## src/hw/led_matrix_pkg.sv

```systemverilog
package led_matrix_pkg;

    // Panel geometry, scanned as two halves of 8 rows
    localparam int PANEL_WIDTH       = 32;
    localparam int PANEL_HALF_HEIGHT = 8;
    localparam int COL_W             = 5;
    localparam int ROW_W             = 3;
    localparam int PIX_ADDR_W        = 9;  // Row * 32 + column
    localparam int BYTE_ADDR_W       = 10; // Two bytes per pixel
    localparam int FB_WORDS          = 1 << PIX_ADDR_W;

    localparam logic [COL_W-1:0] COL_LAST = COL_W'(PANEL_WIDTH - 1);
    localparam logic [ROW_W-1:0] ROW_LAST = ROW_W'(PANEL_HALF_HEIGHT - 1);
    localparam logic [PIX_ADDR_W-1:0] BOT_OFFSET = PIX_ADDR_W'(PANEL_HALF_HEIGHT * PANEL_WIDTH);

    // Brightness planes, binary weighted
    localparam int NUM_PLANES = 5;
    localparam int PLANE_W    = 3;
    localparam logic [PLANE_W-1:0] PLANE_LAST = PLANE_W'(NUM_PLANES - 1);

    // rgb565 field positions, green uses its upper 5 bits
    localparam int RED_LSB   = 11;
    localparam int GREEN_LSB = 5;
    localparam int BLUE_LSB  = 0;

    // UART bit timing
    localparam int CLKS_PER_BIT = 8;
    localparam int UART_CNT_W   = $clog2(CLKS_PER_BIT);
    localparam logic [UART_CNT_W-1:0] TICK_LAST = UART_CNT_W'(CLKS_PER_BIT - 1);
    localparam logic [UART_CNT_W-1:0] TICK_HALF = UART_CNT_W'(CLKS_PER_BIT / 2 - 1);

    localparam logic [7:0] CMD_FRAME  = 8'h46; // 1024 image bytes follow
    localparam logic [7:0] CMD_BRIGHT = 8'h42; // One plane mask byte follows

    // Display window of plane p is OE_UNIT << p cycles
    localparam int OE_UNIT = 4;
    localparam int SHOW_W  = $clog2(OE_UNIT << NUM_PLANES);
    localparam logic [SHOW_W-1:0] OE_UNIT_LEN = SHOW_W'(OE_UNIT);

endpackage

```

## src/hw/matrix_scan.sv

```systemverilog
`timescale 1ns/100ps

module matrix_scan (
    input  logic                               clk_in,
    input  logic                               rst_n,
    output logic [led_matrix_pkg::COL_W-1:0]   col_addr,
    output logic [led_matrix_pkg::ROW_W-1:0]   row_addr,
    output logic [led_matrix_pkg::PLANE_W-1:0] plane,
    output logic                               load,
    output logic                               clk_pixel,
    output logic                               row_latch,
    output logic                               oe
);

    typedef enum logic [1:0] {
        SCAN_SHIFT, // 4 cycles per column
        SCAN_BLANK,
        SCAN_LATCH,
        SCAN_SHOW
    } scan_state_t;

    scan_state_t                       state;
    logic [1:0]                        phase;
    logic [led_matrix_pkg::SHOW_W-1:0] show_cnt;
    logic [led_matrix_pkg::SHOW_W-1:0] show_len;

    assign show_len = led_matrix_pkg::OE_UNIT_LEN << plane; // Binary weighted

    // row_addr holds the row on display; plane 0 shifts the row after it
    always_ff @(posedge clk_in or negedge rst_n) begin
        if (!rst_n) begin
            state    <= SCAN_SHIFT;
            phase    <= '0;
            col_addr <= '0;
            plane    <= '0;
            row_addr <= led_matrix_pkg::ROW_LAST; // First latch lands on row 0
            show_cnt <= '0;
        end else begin
            case (state)
                SCAN_SHIFT: begin
                    phase <= phase + 1'b1;
                    if (phase == 2'd3) begin
                        col_addr <= col_addr + 1'b1; // Wraps to 0 after the last column
                        if (col_addr == led_matrix_pkg::COL_LAST) state <= SCAN_BLANK;
                    end
                end
                SCAN_BLANK: begin
                    if (plane == '0) begin
                        if (row_addr == led_matrix_pkg::ROW_LAST) row_addr <= '0;
                        else row_addr <= row_addr + 1'b1;
                    end
                    state <= SCAN_LATCH;
                end
                SCAN_LATCH: begin
                    show_cnt <= '0;
                    state    <= SCAN_SHOW;
                end
                SCAN_SHOW: begin
                    show_cnt <= show_cnt + 1'b1;
                    if (show_cnt == show_len - 1'b1) begin
                        if (plane == led_matrix_pkg::PLANE_LAST) plane <= '0;
                        else plane <= plane + 1'b1;
                        state <= SCAN_SHIFT;
                    end
                end
                default: state <= SCAN_SHIFT;
            endcase
        end
    end

    // Panel strobes decoded from the scan state
    assign load      = (state == SCAN_SHIFT) && (phase == 2'd0);
    assign clk_pixel = (state == SCAN_SHIFT) && (phase == 2'd3); // Data stable by then
    assign row_latch = (state == SCAN_LATCH);
    assign oe        = (state == SCAN_SHOW);

endmodule

```

## config.mk

```make
export PLATFORM = sky130hd
export DESIGN_NAME = matrix_scan
export DESIGN_NICKNAME = d
export VERILOG_FILES = /design/src/hw/led_matrix_pkg.sv /design/src/hw/matrix_scan.sv
export SDC_FILE = /design/constraint.sdc
export NUM_CORES = 1
export LEC_CHECK = 0
export ABC_AREA = 1
export ABC_CLOCK_PERIOD_IN_PS = 2700
export BUFFER_PORTS_ARGS = -buffer_cell sky130_fd_sc_hd__buf_2
export CAP_MARGIN = 20
export CORE_MARGIN = 3
export CORE_UTILIZATION = 34
export CTS_CLUSTER_SIZE = 8
export DETAILED_ROUTE_END_ITERATION = 7
export MAX_ROUTING_LAYER = met4
export SYNTH_ARGS = -nofsm -noshare
export SYNTH_HDL_FRONTEND = slang
export SYNTH_SLANG_ARGS = --single-unit
```

## constraint.sdc

```tcl
create_clock -name clk_in -period 2.7 [get_ports clk_in]
set_clock_uncertainty 0.05 [all_clocks]
set_input_delay 0.27 -clock clk_in [delete_from_list [all_inputs] [get_ports clk_in]]
set_output_delay 0.27 -clock clk_in [all_outputs]
set_load 0.005 [all_outputs]
```

# Word level (Yosys, flattened, before mapping)
# Index checks and enable logic that the tools add are counted.
[word_totals]
register_bits = 22
in_bits = 2
output_inout_bits = 15
[classes]
addsub = 6
reduce_logical = 10
shift = 1
muxes = 7
n_eq_ne = 11
[op_table]
columns = ["operator", "count"]
rows = [
  ["case mux 7 bit (2 select lines)", 1],
  ["case mux 2 bit (4 select lines)", 1],
  ["adder 7 x 1 -> 7 bit, second input constant", 1],
  ["== test 7 bit", 1],
  ["left shift 3 x 3 -> 7 bit, first input constant", 1],
  ["subtractor 7 x 1 -> 7 bit, second input constant", 1],
  ["adder 3 x 1 -> 3 bit, second input constant", 2],
  ["== test 2 bit, second input constant", 3],
  ["== test 3 bit, second input constant", 2],
  ["two-way mux 2 bit", 3],
  ["two-way mux 3 bit", 2],
  ["AND reduction 2 bit", 3],
  ["adder 5 x 1 -> 5 bit, second input constant", 1],
  ["== test 5 bit, second input constant", 1],
  ["zero test 2 bit", 2],
  ["inequality test 2 x 1 -> 1 bit, second input constant", 2],
  ["zero test 3 bit", 1],
  ["AND reduction 3 bit", 1],
  ["adder 2 x 1 -> 2 bit, second input constant", 1],
  ["== test 2 x 1 -> 1 bit, second input constant", 1],
  ["logical AND 1 bit", 2],
  ["inequality test 2 bit, second input constant", 1],
  ["nonzero test 2 bit", 1],
]

# Depth between registers and ports, before layout
[logic_depth]
depth_word = 5
depth_mapped = 16
ltp_nobuf = 16

# Least setup slack after synthesis
# OpenSTA, ideal clock, no wires.
[synth_timing]
path_type = "flip-flop to flip-flop"
start = "reg plane[0] (netlist bit)"
end = "reg state[0]"
required_time_ns = 2.533
stages_incl_launch_ff = 15
setup_ns = 0.117
t_arrival_ns = 1.792
slack_ns = 0.741
cell_sequence = "dfrtp_1 > inv_1 > ha_1 > nand2_4 > ha_1 > nand2_1 > nand3_1 > nor2_2 > nand2_1 > nor2_2 > nand2_2 > nand2_2 > nand2_1 > nand2_1 > nand2_1"
[synth_between]
elab_chain_len = 5
[synth_lines]
columns = ["item", "line", "text"]
rows = [
  ["from (decl)", "matrix_scan.sv:8", "output logic [led_matrix_pkg::PLANE_W-1:0] plane,"],
  ["from (signal assigned)", "matrix_scan.sv:62", "else plane <= plane + 1'b1;"],
  ["left shift 3 x 3 -> 7 bit", "matrix_scan.sv:27", "assign show_len = led_matrix_pkg::OE_UNIT_LEN << plane;"],
  ["subtractor 7 x 1 -> 7 bit", "matrix_scan.sv:60", "if (show_cnt == show_len - 1'b1) begin"],
  ["== test 7 bit", "matrix_scan.sv:60", ""],
  ["inequality test 2 x 1 -> 1 bit (no line)", "-", ""],
  ["AND reduction 3 bit (no line)", "-", ""],
  ["to (signal assigned)", "matrix_scan.sv:56", "state <= SCAN_SHOW;"],
  ["to (signal assigned)", "matrix_scan.sv:63", "state <= SCAN_SHIFT;"],
  ["to (signal assigned)", "matrix_scan.sv:66", "default: state <= SCAN_SHIFT;"],
  ["to (decl)", "matrix_scan.sv:22", "scan_state_t state;"],
]
# Every way passes these cells.
# A chain may end at the register's enable or synchronous reset.

# Final worst setup path
# Same ends and word-level chain as after synthesis.

==> flow_summary_export.csv <==
group,metric,value,unit
critical_path,worstPathArrival,2.27,ns
final_layout,syn_to_final_growth,13.5,%
global_route,grt_pass1_vias,1020,
final_layout,antenna_cells,0,
floorplan,fp.dieH,70.1,µm
global_route,grt_pass1_wl,4.53,mm
run,maxCapViolations,0,
clock_tree,cts_tree,"built",
critical_path,worstSetupPathType,"flip-flop to flip-flop",
final_layout,multi_input_area,728,µm²
synthesis,syn-cell-area,1400,µm²
synthesis,syn_nets,192,
drt,drt_iter0_drc,40,
clock_tree,cts_resized,0,
floorplan,initial_core_util,36.7,%
synthesis,syn_inst,173,
sta,tns,0,ns
synthesis,synth.top_cell.area_share,34.1,%
placed_design,gp_congestion,0.777,
power,vdd_drop_max,0.000177,V
placed_design,dp_hpwl,1.96,mm
critical_path,critPathCaptureType,"flip-flop",
power,power.density,346,nW/µm²
sta,fin_crit_sh,79.9,%
sta,rsz0062_at_grt,"no",
drt,drc,0,
synthesis,ys_seq_elements,22,
final_layout,fin_nets,213,
sta,max_freq,463,MHz
drt,wl_per_cell,10.5,µm
drt,wirelength,2.54,mm
global_route,grt_max_degree,23,
synthesis,synth-adder-area-share,15.2,%
global_route,antenna_found_initial,0,
sta,setup_viol,0,
outcome,status,"completed",
synthesis,synth_compound_area_share,6.91,%
drt,dr_total_vias,1093,
final_layout,final.fill_count,413,
final_layout,regArea,554,µm²
synthesis,async_flop_share,100,%
floorplan,dieArea,4910,µm²
synthesis,synth_edf_count,0,
synthesis,synth_mux_area_share,0,%
placed_design,port_buffers,16,
sta,finalHoldViolCount,0,
global_route,grt_use_total,11.1,%
critical_path,start_kind,"flip-flop",
clock_tree,cts_root_buf,"clkbuf_8",
sta,drv_slew,0,
clock_tree,cts.htree.levels,1,
drt,dr.pass1.iters,4,
synthesis,synth_xor_area_share,2.51,%
synthesis,ys_seq_area_share,39.7,%
synthesis,yosys-top-cells-count,"nand2_1, inv_1, dfrtp_1, ha_1, nand3_1",
power,p_leak,0.863,nW
floorplan,num_rows,22,
worst_hold_path,min_path_type,"flip-flop to flip-flop",
synthesis,synth_top_family_by_area,"simple AND/OR/NAND/NOR gates",
synthesis,synthTopCellsByArea,"dfrtp_1, ha_1, nand2_1",
critical_path,critPathMaxFanout,5,
drt,ant_nets,0,
sta,hold_slack,0.433,ns
global_route,grt_overflow,0,
clock_tree,path_clk_slew,0.08,ns
synthesis,ys_warn_count,0,
synthesis,synth.distinct_cells,25,
synthesis,synth_simple_gate_area_share,27.5,%
sta,finalCriticalPeriod,2.16,ns
clock_tree,cts_buffers,3,
critical_path,critical_path_required,2.81,ns
floorplan,io-pin-count,17,
final_layout,drive_gt1_share,18.7,%
synthesis,postSynthAreaPerCell,8.06,µm²
synthesis,synth_area_leader_cell,"dfrtp_1",
clock_tree,clock_latency,0.26,ns
synthesis,synth_ff_type,"dfrtp_1",
synthesis,yosysMostFrequentCell,"nand2_1",
floorplan,coreArea,3800,µm²
floorplan,die_w,70.1,µm
clock_tree,cts.path.max_buffers,2,
sta,worst_slew_pin_slew,0.507,ns
sta,max-slew-margin-rel,66.2,%
drt,avgViaCountPerCell,4.54,
clock_tree,clock_sinks,22,
final timing paths:
path | from | to | slack (ns) | depth (start not counted)
worst max-delay path | plane[0] | state[0] | 0.54 | 16
worst min-delay path | row_addr[2] | row_addr[2] | 0.43 | 2
worst max register to register | plane[0] | state[0] | 0.54 | 16
worst min register to register | row_addr[2] | row_addr[2] | 0.43 | 2
max in group asynchronous | rst_n | row_addr[1] | 1.78 | 2
min in group asynchronous | rst_n | phase[1] | 0.45 | 2
sequential cells by signal, summed over array words and instances (netlist names):
register	count
plane	3
show_cnt	7
phase	2
row_addr	3
col_addr	5
state	2
critical path, stage by stage (launching register included):
cell     delay [ns]
dfrtp_1        0.43
inv_1          0.12
ha_1           0.28
nand2_4        0.09
ha_1           0.25
inv_1          0.09
nand2_1        0.06
nand2_1        0.07
nand2_1        0.04
nand2_1        0.06
nand2_1        0.06
nor2_2         0.10
nand2_2        0.09
nand2_2        0.09
nand2_1        0.07
nand2_1        0.06
nand2_1        0.04
cell usage in the layout, fill, tap and decap left out, drive strengths merged:
cell type,n
o21ai,16
dfstp,3
buf,16
xnor2,2
nor2,12
dfrtp,19
or2,1
ha,17
nand4,2
o21a,1
inv,26
clkbuf,4
and3,1
xor2,2
clkinv,1
nand3,13
nand2,55
a22o,1
dlygate4sd3,1
stage by stage:
stage                     power [mW]  instances  cell area (µm²)  setup WS [ns]  util (%)
after floorplan                0.336        173             1400          0.741         -
after global placement         0.343        236             1530          0.574      40.2
after detailed placement       0.343        236             1530          0.557      40.2
after CTS                      0.552        241             1580          0.545      41.7
after global routing           0.568        241             1580          0.340      41.7
final                          0.548        241             1580          0.542      41.7
cell families (layout without fill, tap and decap cells):
| kind of cell | Yosys count | in the layout |
|---|---|---|
| xor+xnor | 4 | 4 |
| compound gates | 18 | 18 |
| buf+inv | 28 | 48 |
| fa+ha+maj | 17 | 17 |
| flops | 22 | 22 |
| simple gates | 84 | 84 |
where the power goes:
group	total, mW	switching [mW]	internal [mW]
Combinational	0.00795	0.00649	0.00146
Clock	0.211	0.106	0.105
Sequential	0.329	0	0.329
Total	0.548	0.112	0.436
area by class of cell:
class                           count  area share [%]
Multi-Input combinational cell    123            46.0
Timing Repair Buffer               17            5.69
Clock buffer                        4            2.85
Tap cell                           48            3.79
Sequential cell                    22            35.0
Inverter                           27            6.64
layer usage:
metal / track usage (%) / part of all wire, %
met5: - / 0
met4: 1.91 / 0.39
met3: 2.01 / 3.7
met2: 16.2 / 41
met1: 16.3 / 55
timing repair:
| item | 4_1_cts | 5_1_grt |
|---|---|---|
| hold buffers | 1 | 0 |
| endpoints found under the hold margin | 19 | 0 |
| setup buffers | 0 | 0 |
Note: power is estimated with default switching activity, not from simulation.
