==> config.mk <==
export PLATFORM = sky130hd
export DESIGN_NAME = control_module
export DESIGN_NICKNAME = d
export VERILOG_FILES = /design/src/hw/led_matrix_pkg.sv /design/src/hw/control_module.sv
export SDC_FILE = /design/constraint.sdc
export NUM_CORES = 1
export LEC_CHECK = 0
export ABC_CLOCK_PERIOD_IN_PS = 2750
export BUFFER_PORTS_ARGS = -buffer_cell sky130_fd_sc_hd__buf_2
export CORE_MARGIN = 4
export CORE_UTILIZATION = 54
export DETAILED_ROUTE_END_ITERATION = 12
export PLACE_DENSITY = 0.8
export SYNTH_ARGS = -nofsm -noshare
export SYNTH_HDL_FRONTEND = slang
export SYNTH_SLANG_ARGS = --single-unit
==> constraint.sdc <==
create_clock -name clk_in -period 2.75 [get_ports clk_in]
set_input_delay 0.1375 -clock clk_in [delete_from_list [all_inputs] [get_ports clk_in]]
set_output_delay 0.1375 -clock clk_in [all_outputs]
set_load 0.05 [all_outputs]
==> src/hw/led_matrix_pkg.sv <==
package led_matrix_pkg;

    // Panel geometry, scanned as two halves of 8 rows
    localparam int PANEL_WIDTH       = 32;
    localparam int PANEL_HALF_HEIGHT = 8;
    localparam int COL_W             = 5;
    localparam int ROW_W             = 3;
    localparam int PIX_ADDR_W        = 9;  // Row * 32 + column
    localparam int BYTE_ADDR_W       = 10; // Two bytes per pixel
    localparam int FB_WORDS          = 1 << PIX_ADDR_W;

    localparam logic [COL_W-1:0] COL_LAST = COL_W'(PANEL_WIDTH - 1);
    localparam logic [ROW_W-1:0] ROW_LAST = ROW_W'(PANEL_HALF_HEIGHT - 1);
    localparam logic [PIX_ADDR_W-1:0] BOT_OFFSET = PIX_ADDR_W'(PANEL_HALF_HEIGHT * PANEL_WIDTH);

    // Brightness planes, binary weighted
    localparam int NUM_PLANES = 5;
    localparam int PLANE_W    = 3;
    localparam logic [PLANE_W-1:0] PLANE_LAST = PLANE_W'(NUM_PLANES - 1);

    // rgb565 field positions, green uses its upper 5 bits
    localparam int RED_LSB   = 11;
    localparam int GREEN_LSB = 5;
    localparam int BLUE_LSB  = 0;

    // UART bit timing
    localparam int CLKS_PER_BIT = 8;
    localparam int UART_CNT_W   = $clog2(CLKS_PER_BIT);
    localparam logic [UART_CNT_W-1:0] TICK_LAST = UART_CNT_W'(CLKS_PER_BIT - 1);
    localparam logic [UART_CNT_W-1:0] TICK_HALF = UART_CNT_W'(CLKS_PER_BIT / 2 - 1);

    localparam logic [7:0] CMD_FRAME  = 8'h46; // 1024 image bytes follow
    localparam logic [7:0] CMD_BRIGHT = 8'h42; // One plane mask byte follows

    // Display window of plane p is OE_UNIT << p cycles
    localparam int OE_UNIT = 4;
    localparam int SHOW_W  = $clog2(OE_UNIT << NUM_PLANES);
    localparam logic [SHOW_W-1:0] OE_UNIT_LEN = SHOW_W'(OE_UNIT);

endpackage

==> src/hw/control_module.sv <==
`timescale 1ns/100ps

module control_module (
    input  logic                                   clk_in,
    input  logic                                   rst_n,
    input  logic [7:0]                             rx_data,
    input  logic                                   rx_valid,
    output logic                                   wr_en,
    output logic [led_matrix_pkg::BYTE_ADDR_W-1:0] wr_addr,
    output logic [7:0]                             wr_data,
    output logic [led_matrix_pkg::NUM_PLANES-1:0]  plane_enable
);

    typedef enum logic [1:0] {
        CTRL_CMD,
        CTRL_FRAME,
        CTRL_BRIGHT
    } ctrl_state_t;

    ctrl_state_t                            state;
    logic [led_matrix_pkg::BYTE_ADDR_W-1:0] next_addr;

    always_ff @(posedge clk_in or negedge rst_n) begin
        if (!rst_n) begin
            state        <= CTRL_CMD;
            next_addr    <= '0;
            wr_en        <= 1'b0;
            plane_enable <= '1; // All planes lit
        end else begin
            wr_en <= 1'b0;
            if (rx_valid) begin
                case (state)
                    CTRL_CMD: begin
                        next_addr <= '0;
                        if (rx_data == led_matrix_pkg::CMD_FRAME) state <= CTRL_FRAME;
                        else if (rx_data == led_matrix_pkg::CMD_BRIGHT) state <= CTRL_BRIGHT;
                    end
                    CTRL_FRAME: begin
                        wr_en     <= 1'b1;
                        next_addr <= next_addr + 1'b1;
                        if (next_addr == '1) state <= CTRL_CMD; // Last image byte
                    end
                    CTRL_BRIGHT: begin
                        plane_enable <= rx_data[led_matrix_pkg::NUM_PLANES-1:0];
                        state        <= CTRL_CMD;
                    end
                    default: state <= CTRL_CMD;
                endcase
            end
        end
    end

    // Write payload, qualified by wr_en
    always_ff @(posedge clk_in) begin
        if (rx_valid) begin
            wr_addr <= next_addr;
            wr_data <= rx_data;
        end
    end

endmodule

# == Word-level counts from Yosys, hierarchy flattened ==
# Index checks and enable logic that the tools add are counted.
# totals
out_inout_bits,24
ff_bits,36
# op_classes
muxes,7
n_eq_ne,7
add_sub_neg,1
n_reduce_logical,5
# ops
cell,count
$pmux 10 s2,1
$eq 8x7->1 const B,2
$add 10x1->10 const B,1
$eq 10x10->1 const B,1
$mux 2,3
$pmux 2 s2,1
$reduce_and 2->1,2
$ne 3x3->1 const B,1
$reduce_and 3->1,1
$eq 2x1->1 const B,1
$eq 2x2->1 const B,1
$logic_not 2->1,1
$mux 1,2
$ne 2x2->1 const B,1
$reduce_bool 2->1,1

# == Longest topological paths before layout ==
# Gate-level depths: netlist of run 1.
# depth
word_depth,4
depth_mapped,4
depth_no_buf,4

# == Worst setup path before layout of run 1 ==
# No wires, ideal clock.
# synth_timing
kind,reg-to-reg
start,register next_addr[0] in the netlist's numbering
end,register next_addr[6] in the netlist's numbering
n_path_buf,0
arrival_time_ns,1.265
setup_ns,0.069
path_slack_ns,1.416
path_stages_with_launch,5
cell_sequence,dfrtp_1 ha_1 nand3_1 or4_1 nand3_1
# synth_via
elab_chain_len,2
# synth_rtl
item,line_no,rtl
start: declaration,control_module.sv:21,logic [led_matrix_pkg::BYTE_ADDR_W-1:0] next_addr;
start signal: assignment,control_module.sv:40,next_addr <= next_addr + 1'b1;
$add 10x1->10,control_module.sv:40,
$pmux 10 s2,control_module.sv:32,case (state)
# No other way between the ends.
# A chain may end at the register's enable or synchronous reset.

# == Final worst setup path of run 1 ==
# layout_timing
start,register state[0]
end,register plane_enable[4] in the netlist's numbering
# layout_via
elab_chain_len,2
# layout_rtl
item,line_no,rtl
start: declaration,control_module.sv:20,ctrl_state_t state;
start signal: assignment,control_module.sv:25,state <= CTRL_CMD;
start signal: assignment,control_module.sv:35,if (rx_data == led_matrix_pkg::CMD_FRAME) state <= CTRL_FRAME;
start signal: assignment,control_module.sv:36,else if (rx_data == led_matrix_pkg::CMD_BRIGHT) state <= CTRL_BRIGHT;
$eq 2x2->1,control_module.sv:32,
$reduce_and 2->1 (no source line),--,
end signal: assignment,control_module.sv:44,plane_enable <= rx_data[led_matrix_pkg::NUM_PLANES-1:0];
end: declaration,control_module.sv:11,output logic [led_matrix_pkg::NUM_PLANES-1:0] plane_enable
# No other way between the ends.

==> flow_summary.toml, run 1 <==
[outcome]
status = "complete, no violations"

[clock_tree]
cts_tree = "done"
htreeDepth = 2
cts-root-buf = "clkbuf_4"
cts.sinks = 36
clk_latency_ns = 0.34
clockBufferDepth = 2
cts.clk_slew.worst_paths_ns = 0.10
cts_setup_buffers = 0
cts_buffers = 5
cts_resized = 0

[sta]
slew_violations = 0
tightest_slew_ns = 0.519
fin_crit_sh = 0.585
slew_headroom = 0.654
setup_viol = 0
fin_crit_ns = 1.61
holdWs_ns = 0.0241
setup_tns_ns = 0
hold_violations = 0
rsz0062_at_grt = "no"
fmax_mhz = 621
clock_skew_ns = 0.00893

[die]
die-area_sq_mm = 0.00361
die_y_um = 60.1
initial_core_util = 0.580
io_pins = 35
rows = 18
coreArea_sq_mm = 0.00252
die_w_um = 60.1

[finish]
layout.nets = 166
design_area_sq_mm = 0.00179
antennaDiodeCount = 0
final_util = 0.711
syn_to_final_growth_pct = 22.5
drive_gt1_frac = 0.323
final_cell_mix = "buf_2 (34), edfxtp_1 (18), dfrtp_1 (13)"
final_common_cell = "buf_2"

[worst_setup_path]
setup.worst_path.end_class = "flop"
cp_cell_sequence = "and2b_1, nand2_1, mux2_2"
start_kind = "flop"
cp.required_ns = 3.02
crit_family = "flip-flops"
crit_path_top_delay_cell = "dfrtp_1"
critPathKind = "flop to flop"
cp_max_fo = 15
slowest_delay_ns = 0.68
critPathArrivalTime_ns = 1.88
path_buf_inv = 0

[place]
placed_area_sq_mm = 0.00166
hpwlAfterDp_um = 2080
globalplace.congestion = 0.865
portBuffers = 34

[synth]
synth_fp_nets = 119
synth_top_family_by_area = "simple AND/OR/NAND/NOR gates"
syn_inst = 107
yosys.area_share.simple = 0.178
synthAdderAreaFrac = 0.00855
synth_compound_area_frac = 0.0718
synthMuxAreaShare = 0.0453
synth_warnings = 0
avgSynthCellArea_sq_um = 13.7
synth_area_sq_mm = 0.00146
yosysSeqAreaShare = 0.681
ys_types = 32
yosys_register_bits = 36
synth_xor_area_frac = 0

[drt]
drt_iter0_drc = 54
drt_drc_violations_left = 0
num_vias = 1075
antenna_left = 0
drtPass1Iterations = 4
wl_per_cell_um = 16.6
via_per_inst = 5.81
routed_wl_um = 3080

[power_and_ir_drop]
cellPowerDensity_mw_per_mm2 = 751
p_leak_nw = 0.752
total_power_mw = 1.35
peakVddDrop_mv = 0.567

[grt]
track_usage = 0.196
grt_pass1_vias = 1023
antenna_found_initial = 0
globalRouteOverflowTotal = 0
grt_pass1_wl_um = 5040
grt_max_degree = 26

[hold_path]
hold_path.class = "primary input to flop"

[job]
maxCapViolCount = 0
through the flow:
| stage | setup slack, ns | std cells |
|---|---|---|
| after detailed placement | 1.20 | 169 |
| final | 1.14 | 185 |
| after global routing | 1.06 | 185 |
| after floorplan | 1.42 | 107 |
| after global placement | 1.24 | 169 |
| after CTS | 1.19 | 185 |
routing by layer:
layer,track usage,vias to the layer above,wire length (um)
met5,0,-,0
met4,0.0759,0,55
met3,0.0605,7,191
met2,0.292,34,1480
met1,0.268,527,1350
li1,-,507,-
flip-flops by register name, indices dropped and copies added (netlist names):
signal and flops:
wr_addr 10, state 2, wr_data 8, plane_enable 5
next_addr 10, wr_en 1
cell type report:
cell class	count	area (sq um)
clock inverter	1	3.75
multi-input combinational	65	444
sequential	36	997
clock buffer	7	45.0
tap	30	37.5
inverter	4	15.0
timing repair buffer	42	250
fill	185	729
synthesized netlist by cell type:
library cell	count	share of area
nor2b_1	1	0.0043
or4_1	1	0.0051
a22o_1	2	0.012
o22ai_1	1	0.0043
and4_1	2	0.012
o21ai_0	4	0.014
dfstp_2	5	0.090
ha_1	1	0.0085
and2b_1	1	0.0051
nor4_1	2	0.0085
nand3_1	8	0.027
edfxtp_1	18	0.37
mux2i_1	1	0.0068
nand3b_4	1	0.014
o311ai_0	2	0.012
dfrtp_1	13	0.22
nor2_1	1	0.0026
nand2_1	12	0.031
nand3b_1	1	0.0051
nor4b_1	2	0.012
clkbuf_1	2	0.0051
nand4_1	5	0.021
and3_1	1	0.0043
mux2_2	5	0.038
o211ai_1	3	0.015
or3b_1	1	0.0060
a21oi_1	1	0.0034
nor4bb_1	1	0.0068
a21o_1	1	0.0051
inv_1	4	0.010
a211o_1	1	0.0060
nand2b_1	3	0.013
worst reg2reg max path: cells and delay by family (launching register included):
kind	cells	cell delay (ns)
flops	1	0.68
simple gates	2	0.49
mux	1	0.38
what timing repair did:
item / 4_1_cts / 5_1_grt
hold buffers: 8 / 0
hold endpoints to repair: 20 / 0
endpoints found under the setup margin: 0 / 0
cells by family after synthesis:
logic type,count (synthesis)
buffers and inverters,6
DFF,36
AOI/OAI and AO/OA,15
muxes,6
and+or+nand+nor,43
adders and majority gates,1
power by group:
group	total [mW]	switching (mW)	leakage (nW)	internal, mW
sequential	0.747	0.0879	0.350	0.659
combinational	0.342	0.237	0.375	0.106
clock	0.259	0.161	0.0269	0.0982
total	1.35	0.485	0.752	0.862
path summary, 6_finish.rpt:
| path | depth (start not counted) | to | slack [ns] | startpoint |
|---|---|---|---|---|
| worst max-delay path | 3 | plane_enable[4] | 1.14 | state[0] |
| worst min-delay path | 1 | wr_data[2] | 0.02 | rx_data[2] |
| worst max register to register | 3 | plane_enable[4] | 1.14 | state[0] |
| worst min register to register | 0 | wr_addr[8] | 0.57 | next_addr[8] |
| max in group asynchronous | 2 | plane_enable[2] | 2.18 | rst_n |
| min in group asynchronous | 2 | state[0] | 0.24 | rst_n |
No activity file was read; power rests on OpenSTA's default activity.
==> run 2, diff against run 1 <==
--- a/config.mk
+++ b/config.mk
@@ -5,12 +5,12 @@
 export SDC_FILE = /design/constraint.sdc
 export NUM_CORES = 1
 export LEC_CHECK = 0
-export ABC_CLOCK_PERIOD_IN_PS = 2750
+export ABC_CLOCK_PERIOD_IN_PS = 1650
 export BUFFER_PORTS_ARGS = -buffer_cell sky130_fd_sc_hd__buf_2
 export CORE_MARGIN = 4
-export CORE_UTILIZATION = 54
+export CORE_UTILIZATION = 52
 export DETAILED_ROUTE_END_ITERATION = 12
-export PLACE_DENSITY = 0.8
+export PLACE_DENSITY = 0.78
 export SYNTH_ARGS = -nofsm -noshare
 export SYNTH_HDL_FRONTEND = slang
 export SYNTH_SLANG_ARGS = --single-unit
==> constraint.sdc (replaced) <==
create_clock -name clk_in -period 1.65 [get_ports clk_in]
set_input_delay 0.0825 -clock clk_in [delete_from_list [all_inputs] [get_ports clk_in]]
set_output_delay 0.0825 -clock clk_in [all_outputs]
set_load 0.05 [all_outputs]
==> flow_summary.toml, run 2 (synthesis results as in run 1) <==
[sta]
fmax_mhz = 660
fin_crit_ns = 1.52
setup_ws_ns = 0.135
hold_violations = 0
fin_crit_sh = 0.918
tightest_slew_ns = 0.447
clock_skew_ns = 0.00847
rsz0062_at_grt = "no"
setup_tns_ns = 0
holdWs_ns = 0.0972
slew_violations = 0
slew_headroom = 0.698
setup_viol = 0

[worst_setup_path]
critPathLaunch = "next_addr[0]"
cp_max_fo = 7
setup.worst_path.end_class = "flop"
critPathArrivalTime_ns = 1.79
cp_cell_sequence = "ha_1, nand3_1, or4_1, nand3_1"
crit_path_top_delay_cell = "or4_1"
start_kind = "flop"
cp.required_ns = 1.92
slowest_delay_ns = 0.50
r2r-start = "next_addr[0]"
critPathKind = "flop to flop"
critPathMostFrequentCell = "nand3_1"

[clock_tree]
cts_buffers = 5
cts_tree = "done"
cts.clk_slew.worst_paths_ns = 0.10
htreeDepth = 2
clk_latency_ns = 0.34
cts.sinks = 36
clockBufferDepth = 2
cts-root-buf = "clkbuf_4"

[finish]
antennaDiodeCount = 0
drive_gt1_frac = 0.348
reg.largest.list = "next_addr (10), wr_addr (10), wr_data (8)"
instances_no_fill = 188
layout.nets = 169
final_common_cell = "buf_2"
syn_to_final_growth_pct = 26.3
design_area_sq_mm = 0.00185
final_util = 0.714
final_cell_mix = "buf_2 (34), edfxtp_1 (18), dfrtp_1 (13)"

[die]
die_y_um = 61.1
die_w_um = 61.1
io_pins = 35
rows = 18
initial_core_util = 0.565
die-area_sq_mm = 0.00373
coreArea_sq_mm = 0.00259

[grt]
grt_max_degree = 19
grt_pass1_vias = 1066
globalRouteOverflowTotal = 0
antenna_found_initial = 0
track_usage = 0.188
grt_pass1_wl_um = 4910

[place]
portBuffers = 34
numPlacedInstances = 171
hpwlAfterDp_um = 1980
dp_slack_ns = 0.171
placed_area_sq_mm = 0.00168
globalplace.congestion = 0.940

[drt]
antenna_left = 0
via_per_inst = 5.76
num_vias = 1083
drt_drc_violations_left = 0
drtPass1Iterations = 4
routed_wl_um = 2870
wl_per_cell_um = 15.3
drt_iter0_drc = 37

[hold_path]
hold_path.startpoint = "rx_valid"
hold_path.class = "primary input to flop"

[outcome]
status = "complete, no violations"

[power_and_ir_drop]
p_seq_frac = 0.512
switchingPower_mw = 0.815
intPower_mw = 1.60
combPwrFrac = 0.240
p_leak_nw = 0.781
total_power_mw = 2.41
peakVddDrop_mv = 0.963
cellPowerDensity_mw_per_mm2 = 1300
sw_frac_of_total = 0.338
clockPowerShare = 0.248

[job]
maxCapViolCount = 0
run 2: area by class of cell:
type / count / area (sq um)
inverter: 4 / 15.0
sequential: 36 / 997
fill: 170 / 741
timing repair buffer: 45 / 275
tap: 30 / 37.5
multi-input combinational: 65 / 444
clock inverter: 3 / 42.5
clock buffer: 5 / 37.5
run 2: repair_timing:
item	CTS	global route
hold buffers	9	0
buffers inserted	0	0
endpoints found under the setup margin	0	1
resized for setup	0	1
hold endpoints to repair	30	0
run 2: routing by layer:
metal,GRT usage,vias to the layer above,wire (um)
met5,0,-,0
met4,0.0743,0,56
met3,0.0566,7,179
met2,0.305,42,1480
met1,0.236,521,1150
li1,-,513,-
run 2: path summary, 6_finish.rpt:
check                             endpoint  slack, ns  depth (start not counted)
setup / recovery              next_addr[6]       0.13                          4
hold / removal                  wr_addr[0]        0.1                          1
setup reg to reg              next_addr[6]       0.13                          4
hold reg to reg                 wr_addr[9]       0.57                          0
max in group asynchronous  plane_enable[1]       1.13                          2
min in group asynchronous         state[1]       0.20                          2
run 2: worst max-delay path: cells and delay by family (launching register included):
kind / cells / cell delay, ns
and+or+nand+nor: 3 / 0.75
adders and majority gates: 1 / 0.24
DFF: 1 / 0.46
run 2: power by group through the flow:
| stage | Sequential (mW) | Clock, mW | Combinational, mW |
|---|---|---|---|
| floorplan | 1.43 | 0 | 0.208 |
| global placement | 1.24 | 0 | 0.550 |
| detailed placement | 1.25 | 0 | 0.555 |
| CTS | 1.23 | 0.619 | 0.576 |
| global route | 1.26 | 0.647 | 0.632 |
| finish | 1.23 | 0.599 | 0.578 |
