File: config.mk
export PLATFORM = sky130hd
export DESIGN_NAME = framebuffer_fetch_flat
export DESIGN_NICKNAME = d
export VERILOG_FILES = /design/src/hw/led_matrix_pkg.sv /design/src/hw/fb_read_if.sv /design/src/hw/framebuffer_fetch.sv /design/src/flat_wrapper.sv
export SDC_FILE = /design/constraint.sdc
export NUM_CORES = 1
export LEC_CHECK = 0
export ABC_AREA = 1
export BUFFER_PORTS_ARGS = -buffer_cell sky130_fd_sc_hd__buf_2
export CORE_MARGIN = 2
export CORE_UTILIZATION = 40
export DETAILED_ROUTE_END_ITERATION = 8
export MAX_ROUTING_LAYER = met4
export PLACE_DENSITY = 0.63
export SYNTH_ARGS = -nofsm -noshare
export SYNTH_HDL_FRONTEND = slang
export SYNTH_SLANG_ARGS = --single-unit
File: constraint.sdc
create_clock -name clk_in -period 2.1 [get_ports clk_in]
set_input_delay 0.21 -clock clk_in [delete_from_list [all_inputs] [get_ports clk_in]]
set_output_delay 0.21 -clock clk_in [all_outputs]
set_load 0.1 [all_outputs]
File: src/hw/led_matrix_pkg.sv
package led_matrix_pkg;

    // Panel geometry, scanned as two halves of 8 rows
    localparam int PANEL_WIDTH       = 32;
    localparam int PANEL_HALF_HEIGHT = 8;
    localparam int COL_W             = 5;
    localparam int ROW_W             = 3;
    localparam int PIX_ADDR_W        = 9;  // Row * 32 + column
    localparam int BYTE_ADDR_W       = 10; // Two bytes per pixel
    localparam int FB_WORDS          = 1 << PIX_ADDR_W;

    localparam logic [COL_W-1:0] COL_LAST = COL_W'(PANEL_WIDTH - 1);
    localparam logic [ROW_W-1:0] ROW_LAST = ROW_W'(PANEL_HALF_HEIGHT - 1);
    localparam logic [PIX_ADDR_W-1:0] BOT_OFFSET = PIX_ADDR_W'(PANEL_HALF_HEIGHT * PANEL_WIDTH);

    // Brightness planes, binary weighted
    localparam int NUM_PLANES = 5;
    localparam int PLANE_W    = 3;
    localparam logic [PLANE_W-1:0] PLANE_LAST = PLANE_W'(NUM_PLANES - 1);

    // rgb565 field positions, green uses its upper 5 bits
    localparam int RED_LSB   = 11;
    localparam int GREEN_LSB = 5;
    localparam int BLUE_LSB  = 0;

    // UART bit timing
    localparam int CLKS_PER_BIT = 8;
    localparam int UART_CNT_W   = $clog2(CLKS_PER_BIT);
    localparam logic [UART_CNT_W-1:0] TICK_LAST = UART_CNT_W'(CLKS_PER_BIT - 1);
    localparam logic [UART_CNT_W-1:0] TICK_HALF = UART_CNT_W'(CLKS_PER_BIT / 2 - 1);

    localparam logic [7:0] CMD_FRAME  = 8'h46; // 1024 image bytes follow
    localparam logic [7:0] CMD_BRIGHT = 8'h42; // One plane mask byte follows

    // Display window of plane p is OE_UNIT << p cycles
    localparam int OE_UNIT = 4;
    localparam int SHOW_W  = $clog2(OE_UNIT << NUM_PLANES);
    localparam logic [SHOW_W-1:0] OE_UNIT_LEN = SHOW_W'(OE_UNIT);

endpackage

File: src/hw/fb_read_if.sv
`timescale 1ns/100ps

// Framebuffer read port, data returns one cycle after rd_en
interface fb_read_if;

    logic                                  rd_en;
    logic [led_matrix_pkg::PIX_ADDR_W-1:0] rd_addr;
    logic [15:0]                           rd_data; // rgb565 pixel

    modport fetch (
        output rd_en,
        output rd_addr,
        input  rd_data
    );

    modport mem (
        input  rd_en,
        input  rd_addr,
        output rd_data
    );

endinterface

File: src/hw/framebuffer_fetch.sv
`timescale 1ns/100ps

module framebuffer_fetch (
    input  logic                                  clk_in,
    input  logic                                  rst_n,
    input  logic [led_matrix_pkg::COL_W-1:0]      col_addr,
    input  logic [led_matrix_pkg::ROW_W-1:0]      row_addr,
    input  logic [led_matrix_pkg::PLANE_W-1:0]    plane,
    input  logic                                  load,
    input  logic [led_matrix_pkg::NUM_PLANES-1:0] plane_enable,
    fb_read_if.fetch                              rd,
    output logic [2:0]                            rgb_top,
    output logic [2:0]                            rgb_bot
);

    logic [led_matrix_pkg::ROW_W-1:0]      fetch_row;
    logic [led_matrix_pkg::PIX_ADDR_W-1:0] top_addr;
    logic [led_matrix_pkg::PIX_ADDR_W-1:0] top_addr_q;
    logic [led_matrix_pkg::PLANE_W-1:0]    plane_q;
    logic                                  top_ready; // Top word on rd_data
    logic                                  bot_ready; // Bottom word on rd_data
    logic [2:0]                            top_bits;
    logic                                  plane_on;

    // Bit order is {blue, green, red}
    function automatic logic [2:0] plane_bits(input logic [15:0] pixel,
                                              input logic [led_matrix_pkg::PLANE_W-1:0] p);
        return {pixel[led_matrix_pkg::BLUE_LSB + p],
                pixel[led_matrix_pkg::GREEN_LSB + 1 + p],
                pixel[led_matrix_pkg::RED_LSB + p]};
    endfunction

    // Plane 0 is shifted before the latch that advances row_addr
    always_comb begin
        fetch_row = row_addr;
        if (plane == '0) begin
            if (row_addr == led_matrix_pkg::ROW_LAST) fetch_row = '0;
            else fetch_row = row_addr + 1'b1;
        end
    end

    assign top_addr   = {1'b0, fetch_row, col_addr}; // Row * 32 + column
    assign rd.rd_en   = load | top_ready;
    assign rd.rd_addr = load ? top_addr : top_addr_q + led_matrix_pkg::BOT_OFFSET;
    assign plane_on   = plane_enable[plane_q];

    always_ff @(posedge clk_in or negedge rst_n) begin
        if (!rst_n) begin
            top_ready <= 1'b0;
            bot_ready <= 1'b0;
            rgb_top   <= '0;
            rgb_bot   <= '0;
        end else begin
            top_ready <= load;
            bot_ready <= top_ready;
            if (bot_ready) begin // Both halves change together
                rgb_top <= top_bits & {3{plane_on}};
                rgb_bot <= plane_bits(rd.rd_data, plane_q) & {3{plane_on}};
            end
        end
    end

    always_ff @(posedge clk_in) begin
        if (load) begin
            top_addr_q <= top_addr;
            plane_q    <= plane;
        end
        if (top_ready) top_bits <= plane_bits(rd.rd_data, plane_q);
    end

endmodule

File: src/flat_wrapper.sv
// flat-port wrapper written by rule: the top's interface ports become plain ports
module framebuffer_fetch_flat 
  (clk_in, rst_n, col_addr, row_addr, plane, load, plane_enable, rgb_top, rgb_bot, rd_rd_en, rd_rd_addr, rd_rd_data);
  fb_read_if rd_i ();
  input  logic clk_in;
  input  logic rst_n;
  input  logic [led_matrix_pkg::COL_W-1:0] col_addr;
  input  logic [led_matrix_pkg::ROW_W-1:0] row_addr;
  input  logic [led_matrix_pkg::PLANE_W-1:0] plane;
  input  logic load;
  input  logic [led_matrix_pkg::NUM_PLANES-1:0] plane_enable;
  output logic [2:0] rgb_top;
  output logic [2:0] rgb_bot;
  output wire logic [$bits(rd_i.rd_en)-1:0] rd_rd_en;
  output wire logic [$bits(rd_i.rd_addr)-1:0] rd_rd_addr;
  input wire logic [$bits(rd_i.rd_data)-1:0] rd_rd_data;
  assign rd_rd_en = rd_i.rd_en;
  assign rd_rd_addr = rd_i.rd_addr;
  assign rd_i.rd_data = rd_rd_data;
  framebuffer_fetch u_core (.clk_in(clk_in), .rst_n(rst_n), .col_addr(col_addr), .row_addr(row_addr), .plane(plane), .load(load), .plane_enable(plane_enable), .rd(rd_i), .rgb_top(rgb_top), .rgb_bot(rgb_bot));
endmodule
# Yosys cells after proc, flatten, opt, wreduce, memory -nomap -nowiden

Index checks and enable logic that the tools add are counted.

$lt $le $gt $ge: 4
Mux-type cells: 11
Equal/unequal tests: 1
Reductions and logical operators: 1
Add/subtract/negate cells: 4
Bitwise logic cells: 3

Operators with widths:

| operator              | count |
|---|---|
| $lt A32 B5 Y1 const B | 2 |
| $add A8 B9 Y9 const B | 1 |
| $mux W9               | 1 |
| $bmux W1 S4           | 2 |
| $and A3 B3 Y3         | 2 |
| $bmux W1 S3           | 2 |
| $mux W3               | 2 |
| $add A4 B3 Y5 const A | 1 |
| $lt A3 B5 Y1 const B  | 1 |
| $add A3 B3 Y4 const A | 1 |
| $lt A3 B4 Y1 const B  | 1 |
| $mux W1               | 4 |
| $add A3 B1 Y3 const B | 1 |
| $eq A3 B3 Y1 const B  | 1 |
| $logic_not A3 Y1      | 1 |
| $or A1 B1 Y1          | 1 |

Output and inout port bits: 16
Flip-flop bits (word level): 22
Logic and storage cells: 31
Bits of input ports: 35

# Depth between registers and ports, before layout

Gate-level depths: netlist (run 1).

Depth after elaboration: 4
Mapped depth: 10
Gate-level depth less buffers: 9

# Least setup slack after synthesis (run 1)

Ideal clock, no wire load.

Kind: input -> output
Start point: input row_addr[0] (netlist name)
End point: output rd_rd_addr[7]
Buffers on the path: 0
Required time: 1890 ps
Arrival: 2402 ps
Cell stages on the path: 4
Setup slack: -512 ps
Path through: ha_1 -> ha_1 -> nand2_1 -> a31oi_1

Cells in the longest elaborated chain, start to end: 4
Elaborated cells between the ends (all ways): 5
Classes of those cells: add/sub (1); eq/ne (1); mux (3)

RTL lines:

| element                                       | RTL line                                         | RTL |
|---|---|---|
| start, declared                               | flat_wrapper.sv:8                                | `input logic [led_matrix_pkg::ROW_W-1:0] row_addr;` |
| $add A3 B1 Y3 or $eq A3 B3 Y1 (tied branches) | framebuffer_fetch.sv:38, framebuffer_fetch.sv:37 |  |
| $mux W3 (*)                                   | framebuffer_fetch.sv:37                          | `if (row_addr == led_matrix_pkg::ROW_LAST) fetch_row = '0;` |
| $mux W3 (*)                                   | framebuffer_fetch.sv:36                          | `if (plane == '0) begin` |
| $mux W9 (*)                                   | framebuffer_fetch.sv:44                          | `assign rd.rd_addr = load ? top_addr : top_addr_q + led_matrix_pkg::BOT_OFFSET;` |
| end, declared                                 | flat_wrapper.sv:15                               | `output wire logic [$bits(rd_i.rd_addr)-1:0] rd_rd_addr;` |

Mark *: on every way between the ends. The rest lies on a longest branch, timed or not.

# Worst setup path in the final report (run 1)

Start point: input plane[1] (netlist name)
End point: output rd_rd_addr[7]

Cells in the longest elaborated chain, start to end: 3

RTL lines:

| element          | RTL line                | RTL |
|---|---|---|
| start, declared  | flat_wrapper.sv:9       | `input logic [led_matrix_pkg::PLANE_W-1:0] plane;` |
| $logic_not A3 Y1 | framebuffer_fetch.sv:36 |  |
| $mux W3          | framebuffer_fetch.sv:36 |  |
| $mux W9          | framebuffer_fetch.sv:44 |  |

No other way between the ends.

==> results of run 1 <==
## routing by layer
metal	wire (um)	track usage, %	up-vias
met4	15	3.26	0
met5	0	-	-
met2	1370	26.2	37
li1	-	-	721
met1	1350	20.4	591
met3	166	3.39	2
## through the flow
step | worst slack [ps] | power, mW | utilization [%]
finish | 366 | 1.31 | 52.8
global route | 170 | 1.39 | 52.8
CTS | 362 | 1.32 | 52.8
detailed placement | 371 | 1.05 | 51.0
global placement | 358 | 1.05 | 51.0
floorplan | 151 | 0.939 | -
## cell type report
| type | instances | area, um^2 |
|---|---|---|
| fill | 375 | 1590 |
| multi-input combinational | 140 | 671 |
| sequential | 22 | 621 |
| timing repair buffer | 53 | 275 |
| inverter | 27 | 103 |
| tap | 46 | 57.6 |
| clock buffer | 4 | 47.5 |
## power by group through the flow
| stage | registers, mW | logic [mW] | clock network [mW] |
|---|---|---|---|
| 3_5_place_dp | 0.539 | 0.510 | 0 |
| 4_1_cts | 0.529 | 0.513 | 0.280 |
| 5_1_grt | 0.535 | 0.553 | 0.299 |
| 2_1_floorplan | 0.641 | 0.298 | 0 |
| 6_report | 0.529 | 0.510 | 0.269 |
| 3_3_place_gp | 0.538 | 0.511 | 0 |
## final timing paths
check,to,slack [ps],depth (start not counted)
setup reg to reg,u_core.top_bits[0],400,7
hold reg to reg,u_core.rgb_top[1],450,2
min in group asynchronous,u_core.rgb_bot[0],270,2
max in group asynchronous,u_core.rgb_bot[2],1670,2
setup / recovery,rd_rd_addr[7],370,5
hold / removal,u_core.top_addr_q[3],90,1
## cell usage after synthesis (all sizes together)
library cell  number  area share [%]
a21oi              2            0.97
nand3             32              11
clkinv             1            0.35
xnor2              1            0.62
nor2               4             1.1
ha                 6             5.3
dfrtp              8              14
xor2               1            0.62
edfxtp            14              30
o21a               1            0.53
nand4              1            0.44
nand3b             2             1.1
o21ai              1            0.35
nand2             85              23
clkbuf             1            0.27
inv               26             6.9
or2                1            0.44
nor3               1            0.35
buf                4             2.0
a31oi              2            0.88
## worst register-to-register path: cells and delay by family, from the launching register on
family        cells  cell delay (ps)
fa+ha+maj         1              450
simple gates      4              360
buf+inv           2              280
flops             1              390
## state kept, by name (all words and copies together), names as in the netlist
register and count:
u_core.top_addr_q 8, u_core.plane_q 3, u_core.rgb_bot 3, u_core.rgb_top 3, u_core.top_bits 3, u_core.bot_ready 1, u_core.top_ready 1
## cell families after synthesis
kind of cell	count (synthesis)	synth area share (%)
adder cells (fa/ha/maj)	6	5.31
buffers and inverters	32	9.56
XOR/XNOR	2	1.24
AND/OR/NAND/NOR	126	37.3
AO/OA/AOI/OAI	6	2.74
flip-flops	22	43.9
==> impl_metrics.toml, run 1 <==
[timing]
ratio_of_final_minimum_period_to_clock_period_pct = 82.6
maxClockFrequency_ghz = 0.577
holdWs_ps = 85.6
grt_setup_unrepaired = "no"
tightest_slew_ps = 478
fin_worst_skew_ps = 4.33
hold_viol = 0
fin_tns_setup_ps = 0
period_needed_ps = 1730
max-slew-margin-rel_pct = 67.9
slew_viol_final = 0
report.final.setup_viol = 0

[setup_path]
timing_worst_setup_path_type = "in2out"
critPathCaptureType = "output port"
timing.critical_path.required_ps = 1890
critical_path_buf_inv_count = 2
crit_start = "plane[1]"
startpoint_type = "primary input"
worstPathMaxFanout = 5
worst_path_most_repeated_cell = "sky130_fd_sc_hd__buf_2"
reg2reg_from = "u_core.plane_q[1]"
timing.critical_path.cells = "buf_2, nor3_1, nand2_1, a31oi_2, buf_2"
cell_with_the_largest_stage_delay_on_the_worst_path = "sky130_fd_sc_hd__buf_2"
critical_path.max_stage_delay_ps = 440
cp.arrival_ps = 1520
timing.critical_path.max_delay_family = "simple AND/OR/NAND/NOR gates"

[pwr]
pwr-share-comb_pct = 39.0
netSwitchingPower_mw = 0.531
power_density_nw_per_um2 = 737
internal-power_mw = 0.778
vdd.ir_drop.worst_uv = 495
power.switching_fraction_pct = 40.6
p_leak_nw = 0.991
power_frac_seq_pct = 40.4
pwr-share-clk_pct = 20.6

[final_layout]
n_antenna_cell = 0
drive_gt1_share_pct = 25.2
area_delta_synth_final_pct = 25.5
final_cell_mix = "85 x sky130_fd_sc_hd__nand2_1, 50 x sky130_fd_sc_hd__buf_2, 32 x sky130_fd_sc_hd__nand3_1"
finalInstanceArea_um2 = 1770
finish.cell_count_without_fillers = 292
design.final.nets = 288
layout.cells.most_common = "sky130_fd_sc_hd__nand2_1"

[die]
die_outline_height_um = 63.5
pin_count = 51
initial_core_util_pct = 42.0
core_rows = 21
die_w_um = 63.5
die_area_um2 = 4030
coreArea_um2 = 3360

[synth]
mappedNetlistNets = 235
synth_sequential_area_ratio_pct = 43.9
ys.warnings.count = 0
synth_cells = 194
synth-seq-cells = 22
synth_cell_types = 24
syn_area_per_cell_um2 = 7.29
synth_area_um2 = 1410

[clock_tree]
clock_tree.buffer_depth = 2
cts.repair.resized = 0
clk_pin_slew_worst_paths_ps = 120
clk_root_buffer_cell = "sky130_fd_sc_hd__clkbuf_4"
cts.sink_count = 22
clock_insertion_delay_worst_skew_ps = 300
cts.htree.levels = 1
tritoncts.num_buffers = 3
cts_hold_buffers = 1
clock_tree_from_tritoncts = "done"
post_cts_setup_repair_bufs = 0

[worst_hold_path]
hold_class = "in2reg"
worstHoldStart = "col_addr[3]"

[detailed_routing]
drtIter0Drc = 72
number_of_vias_in_the_routed_layout = 1351
first_pass_iters = 4
totalWireLength_um = 2900
wl_per_cell_um = 9.94
post-route-drc-count = 0
ant_nets = 0
post_drt_via_cell_ratio = 4.63

[global_route]
remaining_global_route_overflow = 0
number_of_antenna_violations_at_the_first_check_in_global_routing = 0
grt_pass1_vias = 1266
grtUsageTotal_pct = 15.9
grt_start_max_net_pins = 25
global_route_wire_length_before_repair_um = 5100

[placed_design]
place.gp.congestion = 0.771
hpwl_um = 2220
dpl_cell_area_um2 = 1720
post-place-cells = 287
buffer_ports.inserted = 50

[outcome]
outcome = "complete, no violations"

[job]
max_capacitance_violation_count = 0
No activity file was read; power rests on OpenSTA's default activity.
==> run 2: changes to the inputs <==
==> constraint.sdc (replaced) <==
create_clock -name clk_in -period 1.7 [get_ports clk_in]
set_input_delay 0.17 -clock clk_in [delete_from_list [all_inputs] [get_ports clk_in]]
set_output_delay 0.17 -clock clk_in [all_outputs]
set_load 0.1 [all_outputs]
==> run 2 against run 1 <==
Against the previous run:
- flip-flop and latch count unchanged
- final cell count rose by 1.4%
- combinational power rose by 35%
- utilization increased by 3.7 points
- largest cell class unchanged
==> impl_metrics.toml, run 2 (synthesized netlist as in run 1, its figures left out) <==
[outcome]
outcome = "complete, no violations"

[clock_tree]
clk_root_buffer_cell = "sky130_fd_sc_hd__clkbuf_4"
clock_tree_from_tritoncts = "done"
clock_insertion_delay_worst_skew_ps = 300
post_cts_setup_repair_bufs = 0
cts.htree.levels = 1
clock_tree.buffer_depth = 2
tritoncts.num_buffers = 3
clk_pin_slew_worst_paths_ps = 120
cts.sink_count = 22

[placed_design]
buffer_ports.inserted = 50
post-place-cells = 291
dpl_cell_area_um2 = 1840
place.gp.congestion = 0.887
hpwl_um = 2370

[final_layout]
design.final.nets = 292
layout.cells.most_common = "sky130_fd_sc_hd__nand2_1"
largest_register_ffs = 8
area_delta_synth_final_pct = 34.3
final_util_pct = 56.5
n_antenna_cell = 0
drive_gt1_share_pct = 29.2
registers.top_by_ff_count = "u_core.top_addr_q"
fill_cells = 342
finalInstanceArea_um2 = 1900
final_cell_mix = "79 x sky130_fd_sc_hd__nand2_1, 46 x sky130_fd_sc_hd__buf_2, 32 x sky130_fd_sc_hd__nand3_1"
finish.cell_count_without_fillers = 296

[die]
initial_core_util_pct = 42.0
die_outline_height_um = 63.5
core_rows = 21
die_area_um2 = 4030
coreArea_um2 = 3360
pin_count = 51
die_w_um = 63.5

[setup_path]
cp.arrival_ps = 1590
startpoint_type = "flip-flop"
critPathCaptureType = "flip-flop"
r2r_cells = 7
timing.critical_path.required_ps = 1770
timing_worst_setup_path_type = "reg2reg"
worstPathMaxFanout = 6

[timing]
maxClockFrequency_ghz = 0.657
tightest_slew_ps = 473
ratio_of_final_minimum_period_to_clock_period_pct = 89.6
slew_viol_final = 0
period_needed_ps = 1520
hold_viol = 0
fin_worst_skew_ps = 4.21
max-slew-margin-rel_pct = 68.2
fin_tns_setup_ps = 0
grt_setup_unrepaired = "no"
report.final.setup_viol = 0

[detailed_routing]
drtIter0Drc = 75
totalWireLength_um = 2970
first_pass_iters = 4
ant_nets = 0
wl_per_cell_um = 10.0
number_of_vias_in_the_routed_layout = 1363
post_drt_via_cell_ratio = 4.60
post-route-drc-count = 0

[global_route]
grtUsageTotal_pct = 16.4
grt_start_max_net_pins = 21
global_route_wire_length_before_repair_um = 5210
grt_pass1_vias = 1280
remaining_global_route_overflow = 0
number_of_antenna_violations_at_the_first_check_in_global_routing = 0

[pwr]
p_leak_nw = 1.03
power_mw = 1.67
power_density_nw_per_um2 = 882
vdd.ir_drop.worst_uv = 601

[worst_hold_path]
hold_depth = 1
hold_class = "in2reg"

[job]
max_capacitance_violation_count = 0
==> run 2: layout make-up <==
cell class	count	area, um^2	share of cell area, %
inverters	27	103	5.40
clock buffers	4	47.5	2.50
multi-input cells	140	706	37.2
flip-flops and latches	22	621	32.7
well taps	46	57.6	3.03
repair buffers	57	365	19.2
==> run 2: timing repair <==
action,4_1_cts,5_1_grt
endpoints found under the hold margin,8,0
hold buffers,1,0
setup endpoints to repair,0,2
gates resized for setup,0,1
==> run 2: report_power, final <==
part | internal, mW | switching [mW]
clock network | 0.179 | 0.155
logic | 0.195 | 0.493
registers | 0.630 | 0.0222
total | 1.00 | 0.670
==> run 2: critical path, stage by stage (launching register included) <==
cell	delay, ps
sky130_fd_sc_hd__edfxtp_1	380
sky130_fd_sc_hd__clkinv_2	120
sky130_fd_sc_hd__ha_2	400
sky130_fd_sc_hd__inv_1	90
sky130_fd_sc_hd__nand3_1	80
sky130_fd_sc_hd__nand3_1	60
sky130_fd_sc_hd__nand3_1	80
sky130_fd_sc_hd__nand2_1	70
==> run 2: metrics by stage <==
stage	hold slack (ps)	setup WS, ps
2_1_floorplan	-126	107
3_3_place_gp	18.1	186
3_5_place_dp	17.2	150
4_1_cts	33.9	138
5_1_grt	5.01	17.4
6_report	47.5	177
==> run 2: routing by layer <==
layer  up-vias  GRT usage, %  part of all wire [%]
met1       607          21.8                    50
met3         2          3.75                   3.9
met5         -             -                     0
met4         0          1.63                  0.24
li1        728             -                     -
met2        26          26.7                    46
==> run 2: path summary, 6_finish.rpt <==
| path | from | end | slack, ps |
|---|---|---|---|
| max in group asynchronous | rst_n | u_core.rgb_top[0] | 1330 |
| min in group asynchronous | rst_n | u_core.rgb_bot[1] | 220 |
| min | col_addr[2] | u_core.top_addr_q[2] | 50 |
| max | u_core.plane_q[1] | u_core.top_bits[0] | 180 |
| min reg2reg | u_core.top_bits[1] | u_core.rgb_top[1] | 460 |
| max reg2reg | u_core.plane_q[1] | u_core.top_bits[0] | 180 |
